<file path="config.mk">
export PLATFORM = sky130hd
export DESIGN_NAME = dma_guard_top
export DESIGN_NICKNAME = d
export VERILOG_FILES = /design/src/dma_pkg.sv /design/src/dma_guard_top.sv /design/src/dma_resp_sender.sv /design/src/dma_copy_engine.sv /design/src/dma_domain_checker.sv /design/src/dma_req_intake.sv
export SDC_FILE = /design/constraint.sdc
export NUM_CORES = 1
export LEC_CHECK = 0
export BUFFER_PORTS_ARGS = -buffer_cell sky130_fd_sc_hd__buf_2
export CELL_PAD_IN_SITES_DETAIL_PLACEMENT = 0
export CELL_PAD_IN_SITES_GLOBAL_PLACEMENT = 1
export CORE_ASPECT_RATIO = 1.4
export CORE_MARGIN = 2
export CORE_UTILIZATION = 45
export DETAILED_ROUTE_END_ITERATION = 10
export MAX_ROUTING_LAYER = met4
export PLACE_DENSITY_LB_ADDON = 0.1
export REMOVE_ABC_BUFFERS = 1
export SETUP_SLACK_MARGIN = 0.02
export SLEW_MARGIN = 10
export SYNTH_ARGS = -nofsm -noshare
export SYNTH_HDL_FRONTEND = slang
export SYNTH_SLANG_ARGS = --single-unit
export TNS_END_PERCENT = 100
</file>
<file path="constraint.sdc">
create_clock -name clk -period 6 [get_ports clk]
set_input_delay 0.6 -clock clk [delete_from_list [all_inputs] [get_ports clk]]
set_output_delay 0.6 -clock clk [all_outputs]
set_load 0.005 [all_outputs]
</file>
<file path="src/dma_pkg.sv">
// dma package: request, response, memory-write and status types for the dma security gate
`default_nettype none

package dma_pkg;

	// ------------------------------
	// widths
	// ------------------------------

	// memory address width, default for ADDR_W at the top level
	localparam int addr_w = 8;
	// memory word width, default for DATA_W at the top level
	localparam int data_w = 16;

	// ------------------------------
	// basic types
	// ------------------------------

	// security level, higher value means more privilege
	typedef logic [1:0] level_t;

	// outcome of one request
	typedef enum logic {
		st_done   = 1'b0,
		st_denied = 1'b1
	} status_t;

	// ------------------------------
	// network messages
	// ------------------------------

	// copy request from a core, 30 bits
	typedef struct packed {
		logic [7:0]        opaque;
		level_t            level;
		logic [addr_w-1:0] src;
		logic [addr_w-1:0] dest;
		// word count, zero copies nothing but still completes
		logic [3:0]        len;
	} dma_req_t;

	// response back to the core, 11 bits
	typedef struct packed {
		logic [7:0] opaque;
		level_t     level;
		status_t    status;
	} dma_resp_t;

	// write half of the memory port
	typedef struct packed {
		logic [addr_w-1:0] addr;
		logic [data_w-1:0] data;
	} mem_wr_t;

endpackage

`default_nettype wire
</file>
<file path="src/dma_guard_top.sv">
// dma guard top: request intake, domain checker, copy engine and response sender
`timescale 1ns/100ps
`default_nettype none

module dma_guard_top #(
	parameter int ADDR_W = dma_pkg::addr_w,
	parameter int DATA_W = dma_pkg::data_w
) (
	input  wire logic               clk,
	input  wire logic               reset,
	input  wire dma_pkg::level_t    chan_level,
	// network request link
	input  wire logic               req_valid,
	input  wire dma_pkg::dma_req_t  req_in,
	output logic                    req_ack,
	// network response link
	output logic                    resp_valid,
	output dma_pkg::dma_resp_t      resp_out,
	input  wire logic               resp_ack,
	// external memory
	output logic [ADDR_W-1:0]       mem_rd_addr,
	input  wire logic [DATA_W-1:0]  mem_rd_data,
	output logic                    mem_wr_en,
	output dma_pkg::mem_wr_t        mem_wr
);

	// ------------------------------
	// internal links
	// ------------------------------
	logic               pend_valid;
	dma_pkg::dma_req_t  pend_req;
	logic               pend_ready;
	logic               copy_start;
	dma_pkg::dma_req_t  copy_req;
	logic               copy_done;
	logic               chk_resp_valid;
	dma_pkg::dma_resp_t chk_resp;
	logic               chk_resp_ready;

	dma_req_intake u_intake (
		.clk        (clk),
		.reset      (reset),
		.req_valid  (req_valid),
		.req_in     (req_in),
		.req_ack    (req_ack),
		.pend_valid (pend_valid),
		.pend_req   (pend_req),
		.pend_ready (pend_ready)
	);

	dma_domain_checker u_checker (
		.clk        (clk),
		.reset      (reset),
		.pend_valid (pend_valid),
		.pend_req   (pend_req),
		.pend_ready (pend_ready),
		.chan_level (chan_level),
		.copy_start (copy_start),
		.copy_req   (copy_req),
		.copy_done  (copy_done),
		.resp_valid (chk_resp_valid),
		.resp       (chk_resp),
		.resp_ready (chk_resp_ready)
	);

	dma_copy_engine #(
		.ADDR_W (ADDR_W),
		.DATA_W (DATA_W)
	) u_engine (
		.clk         (clk),
		.reset       (reset),
		.copy_start  (copy_start),
		.copy_req    (copy_req),
		.copy_done   (copy_done),
		.mem_rd_addr (mem_rd_addr),
		.mem_rd_data (mem_rd_data),
		.mem_wr_en   (mem_wr_en),
		.mem_wr      (mem_wr)
	);

	dma_resp_sender u_sender (
		.clk           (clk),
		.reset         (reset),
		.resp_valid_in (chk_resp_valid),
		.resp_in       (chk_resp),
		.resp_ready    (chk_resp_ready),
		.resp_valid    (resp_valid),
		.resp_out      (resp_out),
		.resp_ack      (resp_ack)
	);

	// struct fields are sized by the package, port widths by the parameters
	a_width_match: assert property (
		@(posedge clk)
		(ADDR_W == dma_pkg::addr_w) && (DATA_W == dma_pkg::data_w)
	);

endmodule

`default_nettype wire

</file>
<file path="src/dma_resp_sender.sv">
// response sender: holds one response and returns it over the four-phase network link
`timescale 1ns/100ps
`default_nettype none

module dma_resp_sender (
	input  wire logic               clk,
	input  wire logic               reset,
	// from checker, valid/ready
	input  wire logic               resp_valid_in,
	input  wire dma_pkg::dma_resp_t resp_in,
	output logic                    resp_ready,
	// network side, four-phase
	output logic                    resp_valid,
	output dma_pkg::dma_resp_t      resp_out,
	input  wire logic               resp_ack
);

	typedef enum logic [1:0] {
		r_idle,
		// valid high, waiting for ack
		r_send,
		// valid low, waiting for ack to fall
		r_release
	} state_t;

	state_t state;

	// ------------------------------
	// four-phase sequence
	// ------------------------------
	always_ff @(posedge clk) begin
		if (reset) begin
			state <= r_idle;
		end else begin
			case (state)
				r_idle:
					if (resp_valid_in)
						state <= r_send;
				r_send:
					if (resp_ack)
						state <= r_release;
				r_release:
					if (!resp_ack)
						state <= r_idle;
				default:
					state <= r_idle;
			endcase
		end
	end

	// response payload, captured when taken
	always_ff @(posedge clk) begin
		if (state == r_idle && resp_valid_in)
			resp_out <= resp_in;
	end

	// only ready when no four-phase cycle is open, which back-pressures the checker
	assign resp_ready = state == r_idle;
	assign resp_valid = state == r_send;

	// the core may only acknowledge a response we are offering
	a_ack_after_valid: assert property (
		@(posedge clk) disable iff (reset)
		$rose(resp_ack) |-> resp_valid
	);

endmodule

`default_nettype wire

</file>
<file path="src/dma_copy_engine.sv">
// copy engine: moves a block of words from source to destination, one read and one write per word
`timescale 1ns/100ps
`default_nettype none

module dma_copy_engine #(
	parameter int ADDR_W = 8,
	parameter int DATA_W = 16
) (
	input  wire logic              clk,
	input  wire logic              reset,
	// from checker
	input  wire logic              copy_start,
	input  wire dma_pkg::dma_req_t copy_req,
	output logic                   copy_done,
	// memory read, data returns in the same cycle
	output logic [ADDR_W-1:0]      mem_rd_addr,
	input  wire logic [DATA_W-1:0] mem_rd_data,
	// memory write
	output logic                   mem_wr_en,
	output dma_pkg::mem_wr_t       mem_wr
);

	// ------------------------------
	// state
	// ------------------------------
	typedef enum logic [1:0] {
		e_idle,
		e_read,
		e_write,
		e_done
	} state_t;

	state_t            state;
	// block parameters latched at start
	logic [ADDR_W-1:0] src_q;
	logic [ADDR_W-1:0] dest_q;
	logic [3:0]        len_q;
	// word index within the block
	logic [3:0]        idx;
	// word fetched in the read cycle
	logic [DATA_W-1:0] data_q;
	logic              last_word;

	assign last_word = (idx + 4'd1) == len_q;

	always_ff @(posedge clk) begin
		if (reset) begin
			state <= e_idle;
			idx   <= 4'd0;
		end else begin
			case (state)
				e_idle:
					if (copy_start) begin
						idx <= 4'd0;
						// empty block finishes at once
						state <= (copy_req.len == 4'd0) ? e_done : e_read;
					end
				e_read:
					state <= e_write;
				e_write: begin
					idx   <= idx + 4'd1;
					state <= last_word ? e_done : e_read;
				end
				e_done:
					state <= e_idle;
				default:
					state <= e_idle;
			endcase
		end
	end

	// payload registers
	always_ff @(posedge clk) begin
		if (state == e_idle && copy_start) begin
			src_q  <= copy_req.src;
			dest_q <= copy_req.dest;
			len_q  <= copy_req.len;
		end
		if (state == e_read)
			data_q <= mem_rd_data;
	end

	// ------------------------------
	// memory port
	// ------------------------------
	// addresses wrap at 2**ADDR_W by plain truncation
	assign mem_rd_addr = src_q + ADDR_W'(idx);
	assign mem_wr_en   = state == e_write;
	assign copy_done   = state == e_done;

	always_comb begin
		mem_wr.addr = dest_q + ADDR_W'(idx);
		mem_wr.data = data_q;
	end

	// no write past the end of the block, so nothing strays between blocks
	a_write_in_block: assert property (
		@(posedge clk) disable iff (reset)
		mem_wr_en |-> (idx < len_q)
	);

endmodule

`default_nettype wire

</file>
<file path="src/dma_domain_checker.sv">
// domain checker: compares request level with channel level, runs the copy or denies it
`timescale 1ns/100ps
`default_nettype none

module dma_domain_checker (
	input  wire logic               clk,
	input  wire logic               reset,
	// from intake
	input  wire logic               pend_valid,
	input  wire dma_pkg::dma_req_t  pend_req,
	output logic                    pend_ready,
	// level of this dma channel
	input  wire dma_pkg::level_t    chan_level,
	// to copy engine
	output logic                    copy_start,
	output dma_pkg::dma_req_t       copy_req,
	input  wire logic               copy_done,
	// to response sender
	output logic                    resp_valid,
	output dma_pkg::dma_resp_t      resp,
	input  wire logic               resp_ready
);

	// ------------------------------
	// state
	// ------------------------------
	typedef enum logic [2:0] {
		s_idle,
		s_check,
		s_copy,
		s_wait,
		s_respond
	} state_t;

	state_t            state;
	state_t            state_next;
	// request under check
	dma_pkg::dma_req_t req_q;
	dma_pkg::status_t  status_q;
	logic              granted;

	// equal or higher privilege passes
	assign granted = req_q.level >= chan_level;

	always_ff @(posedge clk) begin
		if (reset)
			state <= s_idle;
		else
			state <= state_next;
	end

	always_comb begin
		state_next = state;
		case (state)
			s_idle:
				if (pend_valid)
					state_next = s_check;
			s_check:
				state_next = granted ? s_copy : s_respond;
			// copy_start is high for this one cycle
			s_copy:
				state_next = s_wait;
			s_wait:
				if (copy_done)
					state_next = s_respond;
			s_respond:
				// stalls here while the sender is busy
				if (resp_ready)
					state_next = s_idle;
			default:
				state_next = s_idle;
		endcase
	end

	// ------------------------------
	// request and verdict registers
	// ------------------------------
	always_ff @(posedge clk) begin
		if (state == s_idle && pend_valid)
			req_q <= pend_req;
		if (state == s_check)
			status_q <= granted ? dma_pkg::st_done : dma_pkg::st_denied;
	end

	// ------------------------------
	// outputs
	// ------------------------------
	assign pend_ready = state == s_idle;
	assign copy_start = state == s_copy;
	assign copy_req   = req_q;
	assign resp_valid = state == s_respond;

	// response echoes tag and level of the request
	always_comb begin
		resp.opaque = req_q.opaque;
		resp.level  = req_q.level;
		resp.status = status_q;
	end

	// a request below the channel level must never reach memory
	a_no_denied_copy: assert property (
		@(posedge clk) disable iff (reset)
		copy_start |-> (copy_req.level >= chan_level)
	);

endmodule

`default_nettype wire

</file>
<file path="src/dma_req_intake.sv">
// request intake: four-phase receiver holding one network request for the domain checker
`timescale 1ns/100ps
`default_nettype none

module dma_req_intake (
	input  wire logic              clk,
	input  wire logic              reset,
	// network side, four-phase
	input  wire logic              req_valid,
	input  wire dma_pkg::dma_req_t req_in,
	output logic                   req_ack,
	// checker side, valid/ready
	output logic                   pend_valid,
	output dma_pkg::dma_req_t      pend_req,
	input  wire logic              pend_ready
);

	// holding register is free now or frees on this edge
	logic hold_free;
	// new request seen and not yet acknowledged
	logic accept;

	assign hold_free = !pend_valid || pend_ready;
	assign accept    = req_valid && !req_ack && hold_free;

	// ------------------------------
	// handshake and holding state
	// ------------------------------
	always_ff @(posedge clk) begin
		if (reset) begin
			req_ack    <= 1'b0;
			pend_valid <= 1'b0;
		end else begin
			// checker took the request
			if (pend_valid && pend_ready)
				pend_valid <= 1'b0;
			if (accept) begin
				// ack and capture in the same cycle
				req_ack    <= 1'b1;
				pend_valid <= 1'b1;
			end else if (req_ack && !req_valid) begin
				// sender dropped valid, close the four-phase cycle
				req_ack <= 1'b0;
			end
		end
	end

	// payload register, no reset needed
	always_ff @(posedge clk) begin
		if (accept)
			pend_req <= req_in;
	end

	// the core must hold its request until we acknowledge it
	a_req_stable: assert property (
		@(posedge clk) disable iff (reset)
		(req_valid && !req_ack) |=> (!req_valid || $stable(req_in))
	);

endmodule

`default_nettype wire

</file>
==> run metrics, run 1 <==
number of port buffers 97; CTS Hold Bufs 0; setup slack, reg-to-reg roughly 4000 ps; clock sink count approximately 120; Final Hold Viols 0; I/O Pins slightly below 100; Worst Tran Pin Value roughly 900 ps; RSZ-0062 raised after global routing no; total negative slack 0 ps; wire length per cell ~13 µm; clk buf depth 2; area of the multi-input gates about 850 µm²; Initial Utilization ~46%; Critical Path Source Type register; area grow syn2layout 29.0%; worst vdd ir 337 µV; Slew HR between 30% and 40%; Num CTS Buffers 17; Remaining DRCs 0; Worst Hold Class in2reg; Crit. End Element output pin; ys async rst share 0%; Yosys Warn Count 0; initial antenna violation count 0; Die Ht around 120 µm; Mean Syn Cell Area 17.7 µm²; register area ~3500 µm²; post-CTS setup buffer count 0; die span in x a little under 90 µm; Tmin final 2910 ps; TritonRoute pass-1 iters 5; # resized after CTS 0; Yosys top cell area share about three quarters; hold path depth 1; Initial DRC Count around 140; core area ~9500 µm²; register area share after synthesis roughly 79%; Setup violations, final 0; Crit path required time around 5400 ps; Worst-Skew Late Latency 400 ps; Leak about 2.2 nW; Crit Path Class reg2out; fill count ~750; number of synthesized flops with an enable pin between 100 and 150; most frequent cells in the layout edfxtp_1, buf_2, clkbuf_16; status finished clean; number of global-route vias before repair approximately 2400; grt ovf 0; pre-CTS setup slack 3490 ps; Final Skew between 5 and 6 ps; routed wire length between 6000 and 7000 µm; global-route wire length before repair between 10000 and 15000 µm; Max Clock Freq approximately 340 MHz; dpl hpwl 4630 µm; Netlist cell types around 40; Worst-path clk slew about 50 ps; #FFs+latches synth roughly 120; predominant post-synthesis flop cell edfxtp_1; Synth area leaders edfxtp_1, dfxtp_1, ha_1, xnor2_1, xor2_1; # rows 42; RePlAce Congestion 0.697; Final ANT Viol Nets 0; MaxCap Viol Count 0; Final Slew Violations 0; die area 10600 µm²; Cells after Synth between 200 and 300; Mapped Area roughly 4400 µm²; CTS tree built; Power Density approximately 360 nW/µm²; Final #Nets ~430; CTS HTree Levels 4; Setup WS post-layout around 3100 ps; Total Routing Usage GR between 10% and 20%; total number of vias 2391; largest net degree at the start of global routing 31; layout cells sized above 1 ~36%; crit path max fanout 8; Vias per Instance 4.70; commonest non-fill, non-tap cell in the layout edfxtp_1; final worst path period share 48.5%; Critical Path AT approximately 2300 ps; clock root buffer clkbuf_16; leading area contributor after synthesis edfxtp_1; Ant. Diodes 0; r2r worst-path depth 2
-- registers in the layout, indices dropped and copies added (netlist names) --
register	count
u_checker.copy_req	30
u_intake.pend_req	30
u_checker.status_q	1
u_engine.src_q	8
u_intake.req_ack	1
u_engine.idx	4
u_engine.data_q	16
u_sender.resp_out	11
u_intake.pend_valid	1
u_engine.dest_q	8
u_engine.len_q	4
u_sender.state	2
u_engine.state	2
u_checker.state	3
-- layout make-up --
type                            count  share of cell area (%)
Tap cell                          132                    2.90
Clock inverter                      7                    2.46
Inverter                           13                   0.856
Multi-Input combinational cell    111                    14.9
Sequential cell                   121                    61.4
Timing Repair Buffer              100                    8.91
Clock buffer                       25                    8.51
-- cells by family after synthesis --
| logic type | after synthesis | share of synthesized area (%) |
|---|---|---|
| AO/OA/AOI/OAI | 35 | 5.58 |
| adder cells (fa/ha/maj) | 13 | 4.02 |
| flip-flops | 121 | 79.3 |
| multiplexers | 1 | 0.255 |
| buffers and inverters | 18 | 1.84 |
| XOR/XNOR | 17 | 3.37 |
| AND/OR/NAND/NOR | 45 | 5.66 |
-- synthesized netlist by cell type, types with 2 or more instances --
master / count
ha_1: 11
nor2_1: 12
fa_1: 2
nand2_1: 7
inv_1: 13
nor3b_2: 2
xnor2_1: 11
o21bai_1: 2
o21ai_0: 7
nand2b_1: 4
xor2_1: 6
nand3_1: 3
nor2b_1: 5
nor3_1: 3
dfxtp_1: 13
o2111ai_1: 2
a21oi_1: 7
a211oi_1: 6
a21o_1: 2
edfxtp_1: 108
buf_2: 2
nor3b_1: 3
-- per-stage QoR --
stage | power, W | instance area, µm² | instances | utilization (%) | hold WS [ps]
floorplan | 0.00101 | 4390 | 245 | - | 400
global placement | 0.00104 | 5080 | 477 | 53.4 | 400
detailed placement | 0.00104 | 5080 | 477 | 53.4 | 405
CTS | 0.00210 | 5700 | 509 | 60.0 | 357
global route | 0.00215 | 5700 | 509 | 60.0 | 348
finish | 0.00208 | 5700 | 509 | 60.0 | 372
-- per-layer routing --
metal	GRT usage, %	part of all wire [%]
met1	15.5	39
met2	23.9	53
met5	-	0
met4	8.08	2.4
met3	5.71	5.8
-- power by group --
| group | switching (W) | internal, W |
|---|---|---|
| Sequential | 0.0000109 | 0.000960 |
| Combinational | 0.0000318 | 0.0000239 |
| Clock | 0.000322 | 0.000727 |
-- worst max-delay path: stages, from the launching register on --
cell	delay, ps
dfxtp_1	490
ha_1	250
inv_1	60
fa_1	400
nor2b_1	110
o21ai_0	120
a21oi_1	200
xor2_1	150
buf_2	130
-- path summary, 6_finish.rpt --
| check | to | startpoint |
|---|---|---|
| worst min register to register | u_engine.dest_q[3] | u_checker.copy_req[7] |
| worst min-delay path | u_engine.data_q[1] | mem_rd_data[1] |
| worst max-delay path | mem_wr[22] | u_engine.idx[0] |
| worst max register to register | u_intake.pend_req[6] | u_checker.state[2] |
Note: power is estimated with default switching activity, not from simulation.
==> inputs of run 2 (changes only) <==
--- a/config.mk
+++ b/config.mk
@@ -10,7 +10,7 @@
 export CELL_PAD_IN_SITES_GLOBAL_PLACEMENT = 1
 export CORE_ASPECT_RATIO = 1.4
 export CORE_MARGIN = 2
-export CORE_UTILIZATION = 45
+export CORE_UTILIZATION = 44
 export DETAILED_ROUTE_END_ITERATION = 10
 export MAX_ROUTING_LAYER = met4
 export PLACE_DENSITY_LB_ADDON = 0.1
==> constraint.sdc (replaced) <==
create_clock -name clk -period 2.9 [get_ports clk]
set_input_delay 0.29 -clock clk [delete_from_list [all_inputs] [get_ports clk]]
set_output_delay 0.29 -clock clk [all_outputs]
set_load 0.005 [all_outputs]
==> run metrics, run 2 (synthesized netlist as in run 1, its figures left out) <==
largest net degree at the start of global routing 23 (-26%); internal power 0.00348 W (+100%); utilization after layout 58.2% (-1.8 points); initial antenna violation count 0 (unchanged); Remaining DRCs 0 (unchanged); commonest non-fill, non-tap cell in the layout edfxtp_1; TritonRoute pass-1 iters 4 (-1); Crit. End Element output pin; # resized after CTS 0 (unchanged); switch share 19.0% (+1.5 points); RSZ-0062 raised after global routing no; grt ovf 0 (unchanged); Hold WS 58.6 ps (-313 ps); Setup violations, final 0 (unchanged); fin area 5730 µm² (+0.46%); routed wire length 6750 µm (-0.18%); Power Density 750 nW/µm² (+110%); most frequent cells in the layout edfxtp_1, buf_2, clkbuf_16; Crit Path Class reg2out; dpl hpwl 4810 µm (+3.8%); Clock power frac 50.5% (about the same); Final Slew Violations 0 (unchanged); area grow syn2layout 29.6%; Final #Nets 431 (+0.47%); # rows 43 (+2.4%); CTS tree built; Crit path required time 2610 ps (-2790 ps); global-route wire length before repair 11000 µm (-0.74%); Initial Utilization 44.9% (-1.6 points); total number of vias 2377 (-0.59%); MaxCap Viol Count 0 (unchanged); clock root buffer clkbuf_16; final worst path period share about 90%; clock sink count 121 (unchanged); Total Routing Usage GR 14.4% (-0.46 points); Final ANT Viol Nets 0 (unchanged); Post-DP Area 5100 µm² (+0.52%); Tmin final approximately 2600 ps; die span in x 88.7 µm (+1.1%); Critical Path AT 2330 ps (+20 ps); wire length per cell 13.1 µm (-1.1%); core area 9850 µm² (+3.5%); P_sw 0.000817 W (+120%); Die Ht 123 µm (+1.1%); Final Skew 6.64 ps (+0.847 ps); status finished clean; RePlAce Congestion 0.731 (+4.9%); Max Clock Freq approximately 380 MHz; Comb pwr share 2.8% (about the same); Initial DRC Count 96 (-33%); clk buf depth 2 (unchanged); Num CTS Buffers 17 (unchanged); I/O Pins 98 (unchanged); Worst Hold Class in2reg; pre-CTS setup slack 709 ps (-2780 ps); number of global-route vias before repair 2476 (+4.1%); post-CTS setup buffer count 0 (unchanged); Ant. Diodes 0 (unchanged); die area 10900 µm² (+2.2%); CTS Hold Bufs 0 (unchanged); Vias per Instance 4.62 (-1.6%); number of port buffers 97 (unchanged); crit path max fanout 8 (unchanged); Setup WS post-layout 276 ps (-2810 ps); CTS HTree Levels 4 (unchanged); Reg power frac 46.7% (about the same); worst vdd ir 588 µV (+75%); Worst Tran Pin Value 492 ps (-409 ps); Final Hold Viols 0 (unchanged); Critical Path Source Type register; total negative slack 0 ps (unchanged); fill count 798 (+6.5%); Worst-Skew Late Latency 400 ps (about the same); layout cells sized above 1 37.5% (+1.1 points); Leak 2.19 nW (+0.37%); Worst-path clk slew 60 ps (about the same); Slew HR 67.2% (+28 points)
-- run 2: changes by cell type in the layout (fill, tap and decap cells not counted), sizes merged --
cell,before,now
inv,13,15
clkbuf,25,18
clkinvlp,2,3
clkinv,1,5
buf,100,102
-- run 2: final timing paths --
kind	from	slack, ps	depth (start not counted)	end
hold / removal	req_in[26]	60	1	u_intake.pend_req[26]
setup / recovery	u_engine.idx[0]	280	8	mem_wr[22]
setup reg to reg	u_checker.state[2]	1040	3	u_intake.pend_req[11]
hold reg to reg	u_checker.copy_req[18]	420	0	u_engine.src_q[6]
-- run 2: power groups by stage --
| stage | registers (W) | clock network [W] | logic [W] |
|---|---|---|---|
| detailed placement | 0.00204 | 0 | 0.000125 |
| global route | 0.00201 | 0.00230 | 0.000137 |
| finish | 0.00201 | 0.00217 | 0.000121 |
| floorplan | 0.00204 | 0 | 0.0000515 |
| global placement | 0.00204 | 0 | 0.000121 |
| CTS | 0.00201 | 0.00222 | 0.000125 |
-- run 2: final cells by class --
cell class | instances | area, µm² | share of cell area (%)
sequential | 121 | 3500 | 61.1
multi-input combinational | 111 | 847 | 14.8
timing repair buffer | 102 | 536 | 9.35
clock buffer | 18 | 429 | 7.49
clock inverter | 14 | 196 | 3.43
tap | 135 | 169 | 2.95
inverter | 13 | 48.8 | 0.852
-- run 2: worst max-delay path: stages, from the launching register on --
cell     delay [ps]
dfxtp_1         490
ha_1            250
inv_1            60
fa_1            400
nor2b_1         140
o21ai_0         120
a21oi_1         190
xor2_1          160
buf_2           130
-- run 2: layer usage --
layer  up-vias  share of wire [%]  GRT usage, %
li1       1183                  -             -
met1      1105                 40          15.1
met2        77                 52          23.1
met3        12                5.7          5.11
met4         0                2.2          8.24
met5         -                  0             -
-- run 2: through the flow --
stage / total power [W] / instances
3_5_place_dp: 0.00217 / 482
2_1_floorplan: 0.00209 / 245
4_1_cts: 0.00436 / 514
5_1_grt: 0.00445 / 514
3_3_place_gp: 0.00216 / 482
6_report: 0.00430 / 514
